<file path="config.mk">
export PLATFORM = sky130hd
export DESIGN_NAME = cpuCore
export DESIGN_NICKNAME = d
export VERILOG_FILES = /design/src/source/cpuPkg.sv /design/src/source/cpuCore.sv /design/src/source/wbBusMaster.sv /design/src/source/cpuDatapath.sv /design/src/source/ucodeSequencer.sv /design/src/source/ucodeRom.sv /design/src/source/opcodeFlowLut.sv
export SDC_FILE = /design/constraint.sdc
export NUM_CORES = 1
export LEC_CHECK = 0
export BUFFER_PORTS_ARGS = -buffer_cell sky130_fd_sc_hd__buf_2
export CORE_AREA = 2 2 246 187
export DETAILED_ROUTE_END_ITERATION = 10
export DIE_AREA = 0 0 248 189
export HOLD_SLACK_MARGIN = 0.02
export REMOVE_ABC_BUFFERS = 1
export SKIP_LAST_GASP = 1
export SLEW_MARGIN = 10
export SYNTH_ARGS = -nofsm -noshare
export SYNTH_HDL_FRONTEND = slang
export SYNTH_SLANG_ARGS = --single-unit
export TNS_END_PERCENT = 20
</file>
<file path="constraint.sdc">
create_clock -name clock -period 15.3 [get_ports clock]
set_input_delay 1.53 -clock clock [delete_from_list [all_inputs] [get_ports clock]]
set_output_delay 1.53 -clock clock [all_outputs]
set_load 0.005 [all_outputs]
</file>
<file path="src/source/cpuPkg.sv">
package cpuPkg;

	////////////////////
	// Constants

	// Program counter after reset
	localparam logic [15:0] resetPc = 16'h0000;
	// Single-entry no-operation flow
	localparam logic [7:0] nopFlow = 8'd0;

	////////////////////
	// Encodings

	// Supported opcode bytes
	typedef enum logic [7:0] {
		opLdSpNn = 8'h31, opLdHlNn = 8'h21, opLdDeNn = 8'h11, opLdAN = 8'h3E,
		opLdBN = 8'h06, opLdCN = 8'h0E, opLdHldA = 8'h32, opLdHliA = 8'h22,
		opLdHlA = 8'h77, opLdADe = 8'h1A, opIncC = 8'h0C, opIncHl = 8'h23,
		opIncDe = 8'h13, opDecA = 8'h3D, opDecB = 8'h05, opDecC = 8'h0D,
		opCpN = 8'hFE, opJrNz = 8'h20, opJrZ = 8'h28, opCallNn = 8'hCD,
		opRet = 8'hC9, opPushBc = 8'hC5, opPopBc = 8'hC1, opHalt = 8'h76
	} opcodeT;

	// Flow control field
	// Inc bumps pc, Eof ends the flow, Z/Nz end early on the flag, Fu updates Z
	typedef enum logic [2:0] {
		ctlOp, ctlInc, ctlEof, ctlIncEof, ctlIncEofZ, ctlIncEofNz, ctlEofFu, ctlIncEofFu
	} flowCtlT;

	// Operation field
	typedef enum logic [3:0] {
		uopNop, uopSma, uopSrm, uopSmw, uopInc16, uopDec16, uopSx16r, uopSrx16,
		uopAddx16, uopSubx16, uopSpc, uopHalt
	} uopOpT;

	// Operand field
	typedef enum logic [4:0] {
		selA, selB, selC, selD, selE, selH, selL, selHl, selDe, selBc, selSp,
		selSpl, selSph, selPc, selX8, selX16, selNone
	} operandT;

	// One microinstruction
	typedef struct packed {
		flowCtlT ctl;
		uopOpT op;
		operandT sel;
	} uopWordT;

	////////////////////
	// Bus bundles

	// Wishbone classic, master side
	typedef struct packed {
		logic cyc;
		logic stb;
		logic we;
		logic [15:0] adr;
		logic [7:0] dat;
	} wbReqT;

	// Wishbone classic, slave side
	typedef struct packed {
		logic ack;
		logic [7:0] dat;
	} wbRspT;

	// Datapath to bus master
	typedef struct packed {
		logic valid;
		logic write;
		logic [15:0] addr;
		logic [7:0] data;
	} memReqT;

	// Sequencer states
	typedef enum logic [1:0] {stFetch, stDecode, stExecute, stHalted} seqStateT;

endpackage
</file>
<file path="src/source/cpuCore.sv">
`timescale 1ns/1ps

module cpuCore
(
	input  logic clock,
	input  logic arstN,
	output cpuPkg::wbReqT wbOut,
	input  cpuPkg::wbRspT wbIn,
	output logic halted
);
	import cpuPkg::*;

	opcodeT opcode;
	logic [7:0] flowStart;
	logic [7:0] uPc;
	uopWordT uop;
	seqStateT state;
	logic execute;
	logic zFlag;
	memReqT memReq;
	logic memDone;
	logic [7:0] memData;
	logic memBusy;

	// Open request not yet answered
	assign memBusy = memReq.valid && !memDone;

	opcodeFlowLut opcodeFlowLut_i
	(
		.opcode(opcode),
		.flowStart(flowStart)
	);

	ucodeRom ucodeRom_i
	(
		.addr(uPc),
		.uop(uop)
	);

	ucodeSequencer ucodeSequencer_i
	(
		.clock(clock),
		.arstN(arstN),
		.flowStart(flowStart),
		.uop(uop),
		.zFlag(zFlag),
		.memBusy(memBusy),
		.state(state),
		.uPc(uPc),
		.execute(execute),
		.halted(halted)
	);

	cpuDatapath cpuDatapath_i
	(
		.clock(clock),
		.arstN(arstN),
		.uop(uop),
		.execute(execute),
		.state(state),
		.memReq(memReq),
		.memDone(memDone),
		.memData(memData),
		.opcode(opcode),
		.zFlag(zFlag)
	);

	wbBusMaster wbBusMaster_i
	(
		.clock(clock),
		.arstN(arstN),
		.memReq(memReq),
		.memDone(memDone),
		.memData(memData),
		.wbOut(wbOut),
		.wbIn(wbIn)
	);

endmodule

</file>
<file path="src/source/wbBusMaster.sv">
`timescale 1ns/1ps

module wbBusMaster
(
	input  logic clock,
	input  logic arstN,
	input  cpuPkg::memReqT memReq,
	output logic memDone,
	output logic [7:0] memData,
	output cpuPkg::wbReqT wbOut,
	input  cpuPkg::wbRspT wbIn
);
	typedef enum logic {busIdle, busWait} busStateT;

	busStateT busState;
	logic weQ;
	logic [15:0] adrQ;
	logic [7:0] datQ;
	logic start;
	logic finish;

	// No new cycle in the done cycle, the request is still up then
	assign start = (busState == busIdle) && memReq.valid && !memDone;
	assign finish = (busState == busWait) && wbIn.ack;

	always_ff @(posedge clock or negedge arstN)
	begin
		if (!arstN)
		begin
			busState <= busIdle;
			memDone <= 1'b0;
		end
		else
		begin
			memDone <= finish;
			if (start)
				busState <= busWait;
			else if (finish)
				busState <= busIdle;
		end
	end

	// Address and data held for the whole cycle
	always_ff @(posedge clock)
	begin
		if (start)
		begin
			weQ <= memReq.write;
			adrQ <= memReq.addr;
			datQ <= memReq.data;
		end
		if (finish)
			memData <= wbIn.dat;
	end

	// cyc and stb follow the wait state
	assign wbOut = '{cyc: (busState == busWait), stb: (busState == busWait),
		we: weQ, adr: adrQ, dat: datQ};

endmodule

</file>
<file path="src/source/cpuDatapath.sv">
`timescale 1ns/1ps

module cpuDatapath
(
	input  logic clock,
	input  logic arstN,
	input  cpuPkg::uopWordT uop,
	input  logic execute,
	input  cpuPkg::seqStateT state,
	output cpuPkg::memReqT memReq,
	input  logic memDone,
	input  logic [7:0] memData,
	output cpuPkg::opcodeT opcode,
	output logic zFlag
);
	import cpuPkg::*;

	// Register file and temporaries
	logic [7:0] a, b, c, d, e, h, l, x8;
	logic [15:0] sp, pc, x16, mar;
	// Second half of a 16-bit push
	logic pushLow;
	logic [15:0] opVal;
	logic [15:0] result;
	operandT dest;
	logic memOp, step, wide, incPc, updZ;

	////////////////////
	// Operand read

	always_comb
	begin
		case (uop.sel)
			selA: opVal = {8'h00, a};
			selB: opVal = {8'h00, b};
			selC: opVal = {8'h00, c};
			selD: opVal = {8'h00, d};
			selE: opVal = {8'h00, e};
			selH: opVal = {8'h00, h};
			selL: opVal = {8'h00, l};
			selHl: opVal = {h, l};
			selDe: opVal = {d, e};
			selBc: opVal = {b, c};
			selSp: opVal = sp;
			selSpl: opVal = {8'h00, sp[7:0]};
			selSph: opVal = {8'h00, sp[15:8]};
			selPc: opVal = pc;
			selX8: opVal = {8'h00, x8};
			selX16: opVal = x16;
			default: opVal = 16'h0000;
		endcase
	end

	// Memory ops hold the step until the bus master is done
	assign memOp = execute && (uop.op == uopSrm || uop.op == uopSmw);
	assign step = execute && (!memOp || memDone);
	assign wide = (uop.op == uopSmw) && (uop.sel == selX16);
	assign incPc = uop.ctl inside {ctlInc, ctlIncEof, ctlIncEofZ, ctlIncEofNz, ctlIncEofFu};
	assign updZ = uop.ctl inside {ctlEofFu, ctlIncEofFu};

	// Destination and value of the operation
	always_comb
	begin
		dest = selNone;
		result = opVal;
		case (uop.op)
			uopSrm:
			begin
				dest = uop.sel;
				// x16 fills from the top, low byte first
				result = (uop.sel == selX16) ? {memData, x16[15:8]} : {8'h00, memData};
			end
			uopInc16:
			begin
				dest = uop.sel;
				result = opVal + 16'd1;
			end
			uopDec16:
			begin
				dest = uop.sel;
				result = opVal - 16'd1;
			end
			uopSrx16:
			begin
				dest = uop.sel;
				result = x16;
			end
			uopSx16r:
				dest = selX16;
			uopAddx16:
			begin
				dest = selX16;
				result = x16 + {{8{opVal[7]}}, opVal[7:0]};
			end
			uopSubx16:
			begin
				dest = selX16;
				result = x16 - opVal;
			end
			uopSpc:
				dest = selPc;
			default:
				dest = selNone;
		endcase
	end

	////////////////////
	// Memory request

	always_comb
	begin
		memReq.valid = (state == stFetch) || memOp;
		memReq.write = memOp && (uop.op == uopSmw);
		if (state == stFetch)
			memReq.addr = pc;
		else if (wide)
			memReq.addr = pushLow ? sp : sp + 16'd1;
		else
			memReq.addr = mar;
		if (wide)
			memReq.data = pushLow ? x16[7:0] : x16[15:8];
		else
			memReq.data = opVal[7:0];
	end

	// Program counter, flag and push phase
	always_ff @(posedge clock or negedge arstN)
	begin
		if (!arstN)
		begin
			pc <= resetPc;
			zFlag <= 1'b0;
			pushLow <= 1'b0;
		end
		else if (step)
		begin
			if (incPc)
				pc <= pc + 16'd1;
			// A jump overrides the increment
			if (dest == selPc)
				pc <= result;
			if (updZ)
				zFlag <= (result[7:0] == 8'h00);
			if (wide)
				pushLow <= !pushLow;
		end
	end

	// Registers and temporaries
	always_ff @(posedge clock)
	begin
		if (state == stFetch && memDone)
			opcode <= opcodeT'(memData);
		if (step)
		begin
			if (uop.op == uopSma)
				mar <= opVal;
			case (dest)
				selA: a <= result[7:0];
				selB: b <= result[7:0];
				selC: c <= result[7:0];
				selD: d <= result[7:0];
				selE: e <= result[7:0];
				selH: h <= result[7:0];
				selL: l <= result[7:0];
				selHl: {h, l} <= result;
				selDe: {d, e} <= result;
				selBc: {b, c} <= result;
				selSp: sp <= result;
				selSpl: sp[7:0] <= result[7:0];
				selSph: sp[15:8] <= result[7:0];
				selX8: x8 <= result[7:0];
				selX16: x16 <= result;
				default: ;
			endcase
		end
	end

endmodule

</file>
<file path="src/source/ucodeSequencer.sv">
`timescale 1ns/1ps

module ucodeSequencer
(
	input  logic clock,
	input  logic arstN,
	input  logic [7:0] flowStart,
	input  cpuPkg::uopWordT uop,
	input  logic zFlag,
	input  logic memBusy,
	output cpuPkg::seqStateT state,
	output logic [7:0] uPc,
	output logic execute,
	output logic halted
);
	import cpuPkg::*;

	logic endFlow;

	// Plain eof codes always end, Z codes only on their condition
	always_comb
	begin
		case (uop.ctl)
			ctlEof, ctlIncEof, ctlEofFu, ctlIncEofFu: endFlow = 1'b1;
			ctlIncEofZ: endFlow = zFlag;
			ctlIncEofNz: endFlow = !zFlag;
			default: endFlow = 1'b0;
		endcase
	end

	assign execute = (state == stExecute);
	assign halted = (state == stHalted);

	////////////////////
	// Fetch, decode, execute

	always_ff @(posedge clock or negedge arstN)
	begin
		if (!arstN)
		begin
			state <= stFetch;
			uPc <= nopFlow;
		end
		else
		begin
			case (state)
				// Opcode read in flight
				stFetch:
					if (!memBusy)
						state <= stDecode;
				// Jump to the flow entry
				stDecode:
				begin
					uPc <= flowStart;
					state <= stExecute;
				end
				stExecute:
					if (uop.op == uopHalt)
						state <= stHalted;
					else if (!memBusy)
					begin
						if (endFlow)
							state <= stFetch;
						else
							uPc <= uPc + 8'd1;
					end
				// Only reset leaves here
				default:
					state <= stHalted;
			endcase
		end
	end

endmodule

</file>
<file path="src/source/ucodeRom.sv">
`timescale 1ns/1ps

module ucodeRom
(
	input  logic [7:0] addr,
	output cpuPkg::uopWordT uop
);
	import cpuPkg::*;

	// Every flow starts with pc on the opcode byte
	always_comb
	begin
		case (addr)
			// No operation
			0: uop = '{ctlIncEof, uopNop, selNone};
			// LD SP,nn
			1: uop = '{ctlInc, uopNop, selNone};
			2: uop = '{ctlOp, uopSma, selPc};
			3: uop = '{ctlInc, uopSrm, selSpl};
			4: uop = '{ctlOp, uopSma, selPc};
			5: uop = '{ctlIncEof, uopSrm, selSph};
			// LD HL,nn
			6: uop = '{ctlInc, uopNop, selNone};
			7: uop = '{ctlOp, uopSma, selPc};
			8: uop = '{ctlInc, uopSrm, selL};
			9: uop = '{ctlOp, uopSma, selPc};
			10: uop = '{ctlIncEof, uopSrm, selH};
			// LD DE,nn
			11: uop = '{ctlInc, uopNop, selNone};
			12: uop = '{ctlOp, uopSma, selPc};
			13: uop = '{ctlInc, uopSrm, selE};
			14: uop = '{ctlOp, uopSma, selPc};
			15: uop = '{ctlIncEof, uopSrm, selD};
			// LD A,n then B,n then C,n
			16: uop = '{ctlInc, uopNop, selNone};
			17: uop = '{ctlOp, uopSma, selPc};
			18: uop = '{ctlIncEof, uopSrm, selA};
			19: uop = '{ctlInc, uopNop, selNone};
			20: uop = '{ctlOp, uopSma, selPc};
			21: uop = '{ctlIncEof, uopSrm, selB};
			22: uop = '{ctlInc, uopNop, selNone};
			23: uop = '{ctlOp, uopSma, selPc};
			24: uop = '{ctlIncEof, uopSrm, selC};
			// LD (HL-),A
			25: uop = '{ctlOp, uopSma, selHl};
			26: uop = '{ctlOp, uopSmw, selA};
			27: uop = '{ctlIncEof, uopDec16, selHl};
			// LD (HL+),A
			28: uop = '{ctlOp, uopSma, selHl};
			29: uop = '{ctlOp, uopSmw, selA};
			30: uop = '{ctlIncEof, uopInc16, selHl};
			// LD (HL),A
			31: uop = '{ctlOp, uopSma, selHl};
			32: uop = '{ctlIncEof, uopSmw, selA};
			// LD A,(DE)
			33: uop = '{ctlOp, uopSma, selDe};
			34: uop = '{ctlIncEof, uopSrm, selA};
			// Single-step increments and decrements
			35: uop = '{ctlIncEofFu, uopInc16, selC};
			36: uop = '{ctlIncEof, uopInc16, selHl};
			37: uop = '{ctlIncEof, uopInc16, selDe};
			38: uop = '{ctlIncEofFu, uopDec16, selA};
			39: uop = '{ctlIncEofFu, uopDec16, selB};
			40: uop = '{ctlIncEofFu, uopDec16, selC};
			// CP n, compare through x16
			41: uop = '{ctlInc, uopSx16r, selA};
			42: uop = '{ctlOp, uopSma, selPc};
			43: uop = '{ctlInc, uopSrm, selX8};
			44: uop = '{ctlEofFu, uopSubx16, selX8};
			// JR NZ,n
			45: uop = '{ctlInc, uopNop, selNone};
			46: uop = '{ctlOp, uopSma, selPc};
			47: uop = '{ctlIncEofZ, uopSrm, selX8};   // leave when Z set
			48: uop = '{ctlOp, uopSx16r, selPc};
			49: uop = '{ctlOp, uopAddx16, selX8};
			50: uop = '{ctlEof, uopSpc, selX16};
			// JR Z,n
			51: uop = '{ctlInc, uopNop, selNone};
			52: uop = '{ctlOp, uopSma, selPc};
			53: uop = '{ctlIncEofNz, uopSrm, selX8};  // leave when Z clear
			54: uop = '{ctlOp, uopSx16r, selPc};
			55: uop = '{ctlOp, uopAddx16, selX8};
			56: uop = '{ctlEof, uopSpc, selX16};
			// CALL nn
			// Return address op+3 built in x16
			57: uop = '{ctlInc, uopSx16r, selPc};
			58: uop = '{ctlOp, uopInc16, selX16};
			59: uop = '{ctlOp, uopInc16, selX16};
			60: uop = '{ctlOp, uopInc16, selX16};
			61: uop = '{ctlOp, uopDec16, selSp};
			62: uop = '{ctlOp, uopDec16, selSp};
			// High byte to sp+1, then low byte to sp
			63: uop = '{ctlOp, uopSmw, selX16};
			64: uop = '{ctlOp, uopSmw, selX16};
			// Target shifted into x16, low byte first
			65: uop = '{ctlOp, uopSma, selPc};
			66: uop = '{ctlInc, uopSrm, selX16};
			67: uop = '{ctlOp, uopSma, selPc};
			68: uop = '{ctlOp, uopSrm, selX16};
			69: uop = '{ctlEof, uopSpc, selX16};
			// RET
			70: uop = '{ctlOp, uopSma, selSp};
			71: uop = '{ctlOp, uopSrm, selX16};
			72: uop = '{ctlOp, uopInc16, selSp};
			73: uop = '{ctlOp, uopSma, selSp};
			74: uop = '{ctlOp, uopSrm, selX16};
			75: uop = '{ctlOp, uopInc16, selSp};
			76: uop = '{ctlEof, uopSpc, selX16};
			// PUSH BC
			77: uop = '{ctlOp, uopDec16, selSp};
			78: uop = '{ctlOp, uopSma, selSp};
			79: uop = '{ctlOp, uopSmw, selB};
			80: uop = '{ctlOp, uopDec16, selSp};
			81: uop = '{ctlOp, uopSma, selSp};
			82: uop = '{ctlIncEof, uopSmw, selC};
			// POP BC
			83: uop = '{ctlOp, uopSma, selSp};
			84: uop = '{ctlOp, uopSrm, selC};
			85: uop = '{ctlOp, uopInc16, selSp};
			86: uop = '{ctlOp, uopSma, selSp};
			87: uop = '{ctlOp, uopSrm, selB};
			88: uop = '{ctlIncEof, uopInc16, selSp};
			// HALT
			89: uop = '{ctlEof, uopHalt, selNone};
			// Unused space falls back to fetch
			default: uop = '{ctlEof, uopNop, selNone};
		endcase
	end

endmodule

</file>
<file path="src/source/opcodeFlowLut.sv">
`timescale 1ns/1ps

module opcodeFlowLut
(
	input  cpuPkg::opcodeT opcode,
	output logic [7:0] flowStart
);
	import cpuPkg::*;

	// Entry points must track the ROM layout
	always_comb
	begin
		case (opcode)
			opLdSpNn: flowStart = 8'd1;
			opLdHlNn: flowStart = 8'd6;
			opLdDeNn: flowStart = 8'd11;
			opLdAN: flowStart = 8'd16;
			opLdBN: flowStart = 8'd19;
			opLdCN: flowStart = 8'd22;
			opLdHldA: flowStart = 8'd25;
			opLdHliA: flowStart = 8'd28;
			opLdHlA: flowStart = 8'd31;
			opLdADe: flowStart = 8'd33;
			opIncC: flowStart = 8'd35;
			opIncHl: flowStart = 8'd36;
			opIncDe: flowStart = 8'd37;
			opDecA: flowStart = 8'd38;
			opDecB: flowStart = 8'd39;
			opDecC: flowStart = 8'd40;
			opCpN: flowStart = 8'd41;
			opJrNz: flowStart = 8'd45;
			opJrZ: flowStart = 8'd51;
			opCallNn: flowStart = 8'd57;
			opRet: flowStart = 8'd70;
			opPushBc: flowStart = 8'd77;
			opPopBc: flowStart = 8'd83;
			opHalt: flowStart = 8'd89;
			// Anything else just skips one byte
			default: flowStart = nopFlow;
		endcase
	end

endmodule

</file>
Word-level counts from Yosys, hierarchy flattened
Memory sizes are Yosys's and may differ from the RTL's.
Index checks and enable logic that the tools add are counted.

storage, ports and cells
  register bits after elaboration = 183
  memory bits (read-only) = 1,536
  bits of input ports = 11
  memories kept = 1

cells by class
  $add $sub $neg = 7
  equality and inequality tests = 81
  muxes and demuxes = 29
  bitwise gates (word level) = 1
  reduce and logical (&&, ||, !) cells = 53

memory list
  name              depth  width  read ports  clocked after memory_dff  wr ports  line            source
  (name not given)  128    12     1           0                         0         ucodeRom.sv:13  case (addr)

operator list
  operator               count
  $pmux 16 s16           1
  $pmux 7 s24            1
  $mux 16                6
  $pmux 16 s6            1
  $eq 5x4->1 const B     16
  $pmux 8 s2             5
  $eq 8x6->1 const B     9
  $add 16x1->16 const B  3
  $eq 5x3->1 const B     8
  $eq 8x8->1 const B     5
  $mux 8                 5
  $reduce_and 2->1       15
  $eq 8x4->1 const B     3
  $eq 8x5->1 const B     3
  $eq 5x2->1 const B     4
  $add 16x16->16         1
  $eq 4x3->1 const B     4
  $eq 4x4->1 const B     4
  $eq 8x3->1 const B     2
  $eq 8x7->1 const B     2
  $reduce_bool 2->1      8
  $sub 16x1->16 const B  1
  $sub 16x16->16         1
  $pmux 5 s3             1
  29 further kinds       62

Longest topological paths before layout
Gate-level depths: netlist of the first run.
An unclocked memory read counts as a cell.

  depth after elaboration = 10
  mapped depth = 34

Modules after synthesis
A second synthesis of the first run with hierarchy kept.

unflattened totals
  cells, all modules = 1,506
  area, all modules = 13,883.3 µm²

by module, submodules not included
  module          times used  cells an instance  area an instance (µm²)  sequential area each (µm²)
  cpuDatapath     1           1,052              9,875.7                 4,053.9
  ucodeRom        1           242                1,595.3                 0.0
  wbBusMaster     1           42                 1,094.8                 1,041.0
  opcodeFlowLut   1           97                 661.9                   0.0
  ucodeSequencer  1           72                 641.9                   250.2
  cpuCore         1           1                  13.8                    0.0

Least setup slack after synthesis of the first run
Ideal clock, no wire load.

  kind = register to register
  start point = reg ucodeSequencer_i.uPc[2]
  end point = reg cpuDatapath_i.sp[15], data pin
  arrival time = 6,834 ps
  slack = 8,196 ps
  cell stages (with the launch flop) = 32
  buffers on the path = 4
  period minus slack after synthesis = 7,104 ps
  path through = dfrtp_1 > buf_4 > buf_6 > inv_2 > clkbuf_1 > ha_1 > nor3b_1 > o32ai_1 > a2111oi_2 > o21ai_1 > nand2_1 > buf_2 > a211oi_1 > a221o_1 > a2111o_1 > nor3_4 > nand4_1 > ha_1 > nand2_1 > o21ai_0 > ha_1 > nand2_1 > o21ai_0 > nor4_1 > a211o_1 > a21oi_1 > a31o_1 > a2111oi_4 > nand2_1 > a2111o_1 > o211ai_2 > mux2i_1

on the way
  cells in the longest elaborated chain, start to end = 7
  elaborated cells between the ends (all ways) = 39
  those cells by class = 4 x add/sub; 25 x eq/ne; 6 x mux; 3 x reduce/logical; 1 x memory

ends and longest elaborated chain
  item                                    line                  source
  start, declared                         ucodeSequencer.sv:12  output logic [7:0] uPc,
  start signal, assigned                  ucodeSequencer.sv:42  uPc <= nopFlow;
  start signal, assigned                  ucodeSequencer.sv:54  uPc <= flowStart;
  start signal, assigned                  ucodeSequencer.sv:65  uPc <= uPc + 8'd1;
  $mem_v2 128x12 (*)                      n/a
  $mux 12 (*)                             ucodeRom.sv:13
  $eq 5x4->1 (tied with other cells)      cpuDatapath.sv:33     case (uop.sel)
  $pmux 16 s16 (*)                        cpuDatapath.sv:33
  via cpuDatapath_i.opVal[3]              cpuDatapath.sv:23     logic [15:0] opVal;
  $sub 16x16->16 (tied with other cells)  cpuDatapath.sv:98     result = x16 - opVal;
  $pmux 16 s6 (*)                         cpuDatapath.sv:66     case (uop.op)
  $pmux 8 s2 (*)                          cpuDatapath.sv:158    case (dest)
  end signal, assigned                    cpuDatapath.sv:169    selSp: sp <= result;
  end signal, assigned                    cpuDatapath.sv:171    selSph: sp[15:8] <= result[7:0];
  end, declared                           cpuDatapath.sv:20     logic [15:0] sp, pc, x16, mar;

The timed path passes the listed nets; every way through them passes the cells marked *.
A chain may end at the register's enable or synchronous reset.

Worst setup path after layout of the first run
  start point = reg ucodeSequencer_i.uPc[1]
  end point = reg cpuDatapath_i.pc[15]

on the way
  cells in the longest elaborated chain, start to end = 9
  elaborated cells between the ends (all ways) = 52
  those cells by class = 4 x add/sub; 30 x eq/ne; 6 x mux; 11 x reduce/logical; 1 x memory

ends and longest elaborated chain
  item                                                                    line                source
  $mem_v2 128x12 (*)                                                      n/a
  $mux 12 (*)                                                             ucodeRom.sv:13
  parallel branches: the longest is 7 deep, another holds $sub 16x16->16  n/a
  end signal, assigned                                                    cpuDatapath.sv:131  pc <= resetPc;
  end signal, assigned                                                    cpuDatapath.sv:138  pc <= pc + 16'd1;
  end signal, assigned                                                    cpuDatapath.sv:141  pc <= result;
  end, declared                                                           cpuDatapath.sv:20

Mark *: on every way between the ends.

==> impl_results.md, run 1 <==
* Mapped Area at ~0.014 sq mm
* Clock-pin slew on the worst setup and hold paths at 0.08 ns
* Endpoint type of the worst setup path: flip-flop
* Crit-path max FO at 18
* WHS at 0.507 ns
* R2R setup slack at 6.44 ns
* Dpl cells at 2,094
* Setup TNS at 0 ns
* Synth top area share at between 30 and 40%
* # clock sinks at 183
* Final net count at roughly 1,600
* Starting density of the core at 31.8%
* Die ar. at 0.0469 sq mm
* Post-route clock period utilization at between 50% and 60%
* Ys flop type: edfxtp_1
* WL/cell at 26.4 microns
* Seq cells post-synth at 183
* Setup CP Type: flip-flop to flip-flop
* Async SR Flop Fraction at between 10% and 20%
* TritonCTS clock tree: yes
* Commonest non-fill, non-tap cells in the layout: edfxtp_1 (153), nand2_1 (138), a21oi_1 (130)
* Largest net degree at the start of global routing at 64
* Share of layout cells above drive strength 1 at 11.6%
* Slew HR at roughly 15%
* Post-Synthesis Cells at 1,536
* Pre-antenna DRT Iters at 7
* Top cells by area, synth: edfxtp_1 (33%), dfrtp_1 (5.3%), a21oi_1 (4.7%)
* Root Driver: clkbuf_16
* Final HPWL DP at 41,400 microns
* Post-route minimum period at 8.86 ns
* Die Width at 248 microns
* Startpoint types: flip-flop
* Synth warn at 0
* Post-synth top area cell: edfxtp_1
* P&R area growth vs syn at 9.06%
* Ports at 39
* Vias/cell at 6.23
* Hold buffers post-CTS at 0
* DRT antenna net count at 0
* Initial antenna violation count at 3
* Final instance area at between 0.015 and 0.02 sq mm
* Count of input and output buffers at 38
* Post-Syn Area per Cell at just over 9 sq um
* Initial drt markers at 2,491
* Synth cell types at 114
* PostCTS Resize Cnt at 0
* Post-Layout Cell Count at 2,126
* Unrepaired setup endpoints after global routing: no
* EDFF count, synth at 153
* Status: finished, final reports clean
* Final Hold Vio Count at 0
* Die H at ~190 microns
* WP data required at 15.66 ns
* Post-route DRC at 0
* Reg2reg path depth at 27
* Global placement routability congestion at roughly 1.0
* H-tree depth at 4
* Worst Skew at 0.0202 ns
* Actual slew at the worst max-slew pin at between 1 and 1.5 ns
* Fin. max-slew vios at 0
* TritonCTS Buffers at 17
* Row cnt at 67
* Core area at 0.0443 sq mm
* Max cap viols at 0
* Vias in the first global route at 12,100
* GRT overflow at 0
* Vias post-DR at 13,200
* GRT Util Overall at 24.0%
* Hold Path Cell Cnt at 0
* Worst path slowest cell: nor2_1
* Post-CTS Setup Bufs at 0
* Fmax at between 100 and 150 MHz
* Placed inst area at 0.0148 sq mm
* First-pass GRT wire length at 82,600 microns
* Final Setup Violations at 0
* Inserted Diodes at 0
* Worst Path Arrival at 9.22 ns
* Clock Latency Late Sink at between 0.4 and 0.5 ns
* Hold crit path type: flip-flop to flip-flop
* Bufs on Longest Clock Path at 2
* Drt total wl at 56,200 microns
* Seq/Total Area, Yosys at 38.0%
* Worst path max stage delay at roughly 0.87 ns
* Commonest non-fill, non-tap cell in the layout: edfxtp_1
## Yosys cell counts (all sizes together), types with 12 or more instances
cell type,n
edfxtp,153
nand2,139
a21oi,137
nor2,115
o21ai,98
nand3,57
inv,55
buf,54
ha,50
nor3,47
mux2i,44
clkbuf,43
dfrtp,30
nand2b,29
a31oi,28
nor2b,26
nand4,25
xnor2,25
o211ai,24
a211oi,23
and3,21
a21o,20
and2,18
a22o,15
a22oi,15
xor2,15
a221oi,13
o31ai,13
o22ai,12
## through the flow
step	util (%)	setup WS, ns
after floorplan	-	7.47
after global placement	33.3	7.06
after detailed placement	33.3	6.68
after CTS	34.6	6.63
after global routing	34.6	5.90
final	34.6	6.44
## state kept, by name (all words and copies together), names as in the netlist
name	cells
cpuDatapath_i.c	8
cpuDatapath_i.sp	16
cpuDatapath_i.pc	16
cpuDatapath_i.pushLow	1
cpuDatapath_i.b	8
cpuDatapath_i.e	8
ucodeSequencer_i.uPc	8
wbBusMaster_i.busState	1
cpuDatapath_i.l	8
cpuDatapath_i.d	8
ucodeSequencer_i.state	2
cpuDatapath_i.x8	8
cpuDatapath_i.x16	16
cpuDatapath_i.zFlag	1
cpuDatapath_i.opcode	8
wbBusMaster_i.datQ	8
wbBusMaster_i.weQ	1
wbBusMaster_i.memData	8
wbBusMaster_i.adrQ	16
wbBusMaster_i.memDone	1
cpuDatapath_i.a	8
cpuDatapath_i.h	8
cpuDatapath_i.mar	16
## metal layers
layer / up-vias / track usage (%) / wire length [microns]
met5: - / 0 / 0
met4: 0 / 6.36 / 1380
met3: 91 / 6.79 / 7200
met2: 911 / 32.4 / 22400
met1: 6397 / 36.6 / 25300
li1: 5850 / - / -
## cell type report
cell class	count	area (sq um)
fill	4463	29000
multi-input combinational	1201	8060
sequential	183	5350
tap	586	733
clock buffer	18	429
timing repair buffer	69	423
inverter	55	209
clock inverter	14	160
## critical path, delay by kind of cell, from the launching register on
family / cells / cell delay (ns)
buf+inv: 1 / 0.25
flops: 1 / 0.63
compound gates: 12 / 2.73
fa+ha+maj: 3 / 1.28
simple gates: 11 / 3.82
## final timing paths
| check | start | end |
|---|---|---|
| worst max-delay path | ucodeSequencer_i.uPc[1] | cpuDatapath_i.pc[15] |
| worst min register to register | wbBusMaster_i.memData[3] | cpuDatapath_i.opcode[3] |
| worst min-delay path | wbBusMaster_i.memData[3] | cpuDatapath_i.opcode[3] |
| worst max register to register | ucodeSequencer_i.uPc[1] | cpuDatapath_i.pc[15] |
| max in group asynchronous | arstN | ucodeSequencer_i.uPc[2] |
| min in group asynchronous | arstN | ucodeSequencer_i.uPc[0] |
## cells by family after synthesis
kind of cell               Yosys count  share of synthesized area, %
AOI/OAI and AO/OA                  507                          25.2
xor gates and xnor gates            40                          2.49
adders and majority gates           53                          4.80
buffers and inverters              152                          5.13
DFF                                183                          38.0
muxes                               59                          4.73
and+or+nand+nor                    542                          19.7
Power of run 1 is left out: the tool's default activity adds up to more than one toggle a clock period on the data nets, which glitch-free logic cannot reach.
==> run 2: changes to the inputs <==
==> constraint.sdc (replaced) <==
create_clock -name clock -period 8.4 [get_ports clock]
set_input_delay 0.84 -clock clock [delete_from_list [all_inputs] [get_ports clock]]
set_output_delay 0.84 -clock clock [all_outputs]
set_load 0.005 [all_outputs]
==> impl_results.md, run 2 (same netlist as run 1, synthesis figures left out) <==
* Vias post-DR at roughly 14,000
* Sequential Area at 0.00535 sq mm
* DRT antenna net count at 0
* Unrepaired setup endpoints after global routing: no
* Fmax at around 130 MHz
* Vias/cell at between 6 and 7
* Commonest non-fill, non-tap cell in the layout: edfxtp_1
* Clock Latency Late Sink at around 0.47 ns
* Fill cell count at 4,463
* Final Setup Violations at 0
* P&R area growth vs syn at 11.7%
* Worst path slowest cell: a2111oi_4
* Vias in the first global route at 12,400
* Hold buffers post-CTS at 0
* Worst Path Arrival at 8.22 ns
* Worst path max stage delay at 0.62 ns
* Final net count at roughly 1,600
* Count of input and output buffers at 38
* Largest net degree at the start of global routing at 64
* Status: finished, final reports clean
* Hold crit path type: input pin to async pin
* Endpoint type of the worst setup path: flip-flop
* Area of the multi-input gates at 0.00807 sq mm
* Actual slew at the worst max-slew pin at 1.14 ns
* Post-route minimum period at 7.85 ns
* WL/cell at 26.6 microns
* Ports at 39
* GRT Util Overall at 24.5%
* Clock-pin slew on the worst setup and hold paths at 0.08 ns
* GRT overflow at 0
* Max cap viols at 0
* Fin. max-slew vios at 0
* First-pass GRT wire length at 84,400 microns
* Post-route clock period utilization at 93.5%
* R2R setup slack at 0.55 ns
* Final Hold Vio Count at 0
* Reg2reg path depth at 27
* H-tree depth at 4
* Row cnt at 67
* # clock sinks at 183
* Reg2Reg Capture Point: cpuDatapath_i.pc[15]
* Starting density of the core at 31.8%
* PostCTS Resize Cnt at 0
* Reg-to-reg startpoint: ucodeSequencer_i.uPc[1]
* Setup CP Type: flip-flop to flip-flop
* Root Driver: clkbuf_16
* Share of layout cells above drive strength 1 at about 14%
* Initial antenna violation count at 1
* Die Width at 248 microns
* Die H at 189 microns
* TritonCTS clock tree: yes
* Initial drt markers at roughly 2,200
* Bufs on Longest Clock Path at 2
* Final HPWL DP at ~43,000 microns
* Commonest non-fill, non-tap cells in the layout: edfxtp_1 (153), nand2_1 (137), a21oi_1 (131)
* Setup TNS at 0 ns
* Pre-antenna DRT Iters at 8
* Die ar. at 0.0469 sq mm
* TritonCTS Buffers at 17
* Post-route DRC at 0
* Post-CTS Setup Bufs at 0
* Worst Skew at 0.0166 ns
* Startpoint types: flip-flop
* Drt total wl at 57,600 microns
* Global placement routability congestion at 1.03
* Crit-path max FO at 18
* Slew HR at between 20% and 30%
* Core area at 0.0443 sq mm
* WP data required at 8.77 ns
run 2: changes by cell type in the layout (fill, tap and decap cells not counted), moves of 2 or more:
cell,change
clkinv_2,-2
buf_4,+37
buf_12,+4
inv_6,+3
run 2: critical path: cells and delay by family (launching register included):
kind / cells / cell delay [ns]
flip-flops: 1 / 0.52
buffers and inverters: 2 / 0.43
AND/OR/NAND/NOR: 9 / 2.39
AO/OA/AOI/OAI: 13 / 3.39
adder cells (fa/ha/maj): 3 / 1.01
run 2: worst max-delay path by stage:
stage                                  from              endpoint  slack (ns)  cells after the start
detailed placement  ucodeSequencer_i.uPc[1]  cpuDatapath_i.pc[15]        0.25                     28
floorplan           ucodeSequencer_i.uPc[2]    cpuDatapath_i.b[7]        0.57                     27
global route        ucodeSequencer_i.uPc[1]  cpuDatapath_i.pc[15]        0.10                     28
finish              ucodeSequencer_i.uPc[1]  cpuDatapath_i.pc[15]        0.55                     27
global placement    ucodeSequencer_i.uPc[1]  cpuDatapath_i.pc[15]        0.62                     28
CTS                 ucodeSequencer_i.uPc[1]  cpuDatapath_i.pc[15]        0.21                     27
run 2: area by class of cell:
cell class / instances / area share (%)
flip-flops and latches: 183 / 34.0
clock inverters: 13 / 0.970
repair buffers: 110 / 4.96
inverters: 55 / 1.33
diodes: 1 / 0.0159
multi-input cells: 1201 / 51.3
clock buffers: 19 / 2.81
well taps: 586 / 4.66
run 2: per-layer routing:
layer | GRT usage (%) | routed length [microns] | part of all wire [%] | vias to the layer above
met1 | 37.7 | 26300 | 46 | 6701
met2 | 32.7 | 22600 | 39 | 906
met5 | 0 | 0 | 0 | -
li1 | - | - | - | 5943
met3 | 6.38 | 7030 | 12 | 106
met4 | 7.30 | 1690 | 2.9 | 0
run 2: stage by stage:
stage	setup slack [ns]	util, %	cell area, sq um	std cells	hold WS (ns)
final	0.549	35.5	15700	2168	0.447
after global routing	0.102	35.5	15700	2167	0.496
after CTS	0.209	35.4	15700	2167	0.465
after detailed placement	0.249	34.1	15100	2135	0.498
after global placement	0.616	34.1	15100	2135	0.470
after floorplan	0.574	-	13600	1439	0.450
Power of run 2 is left out for the same reason.
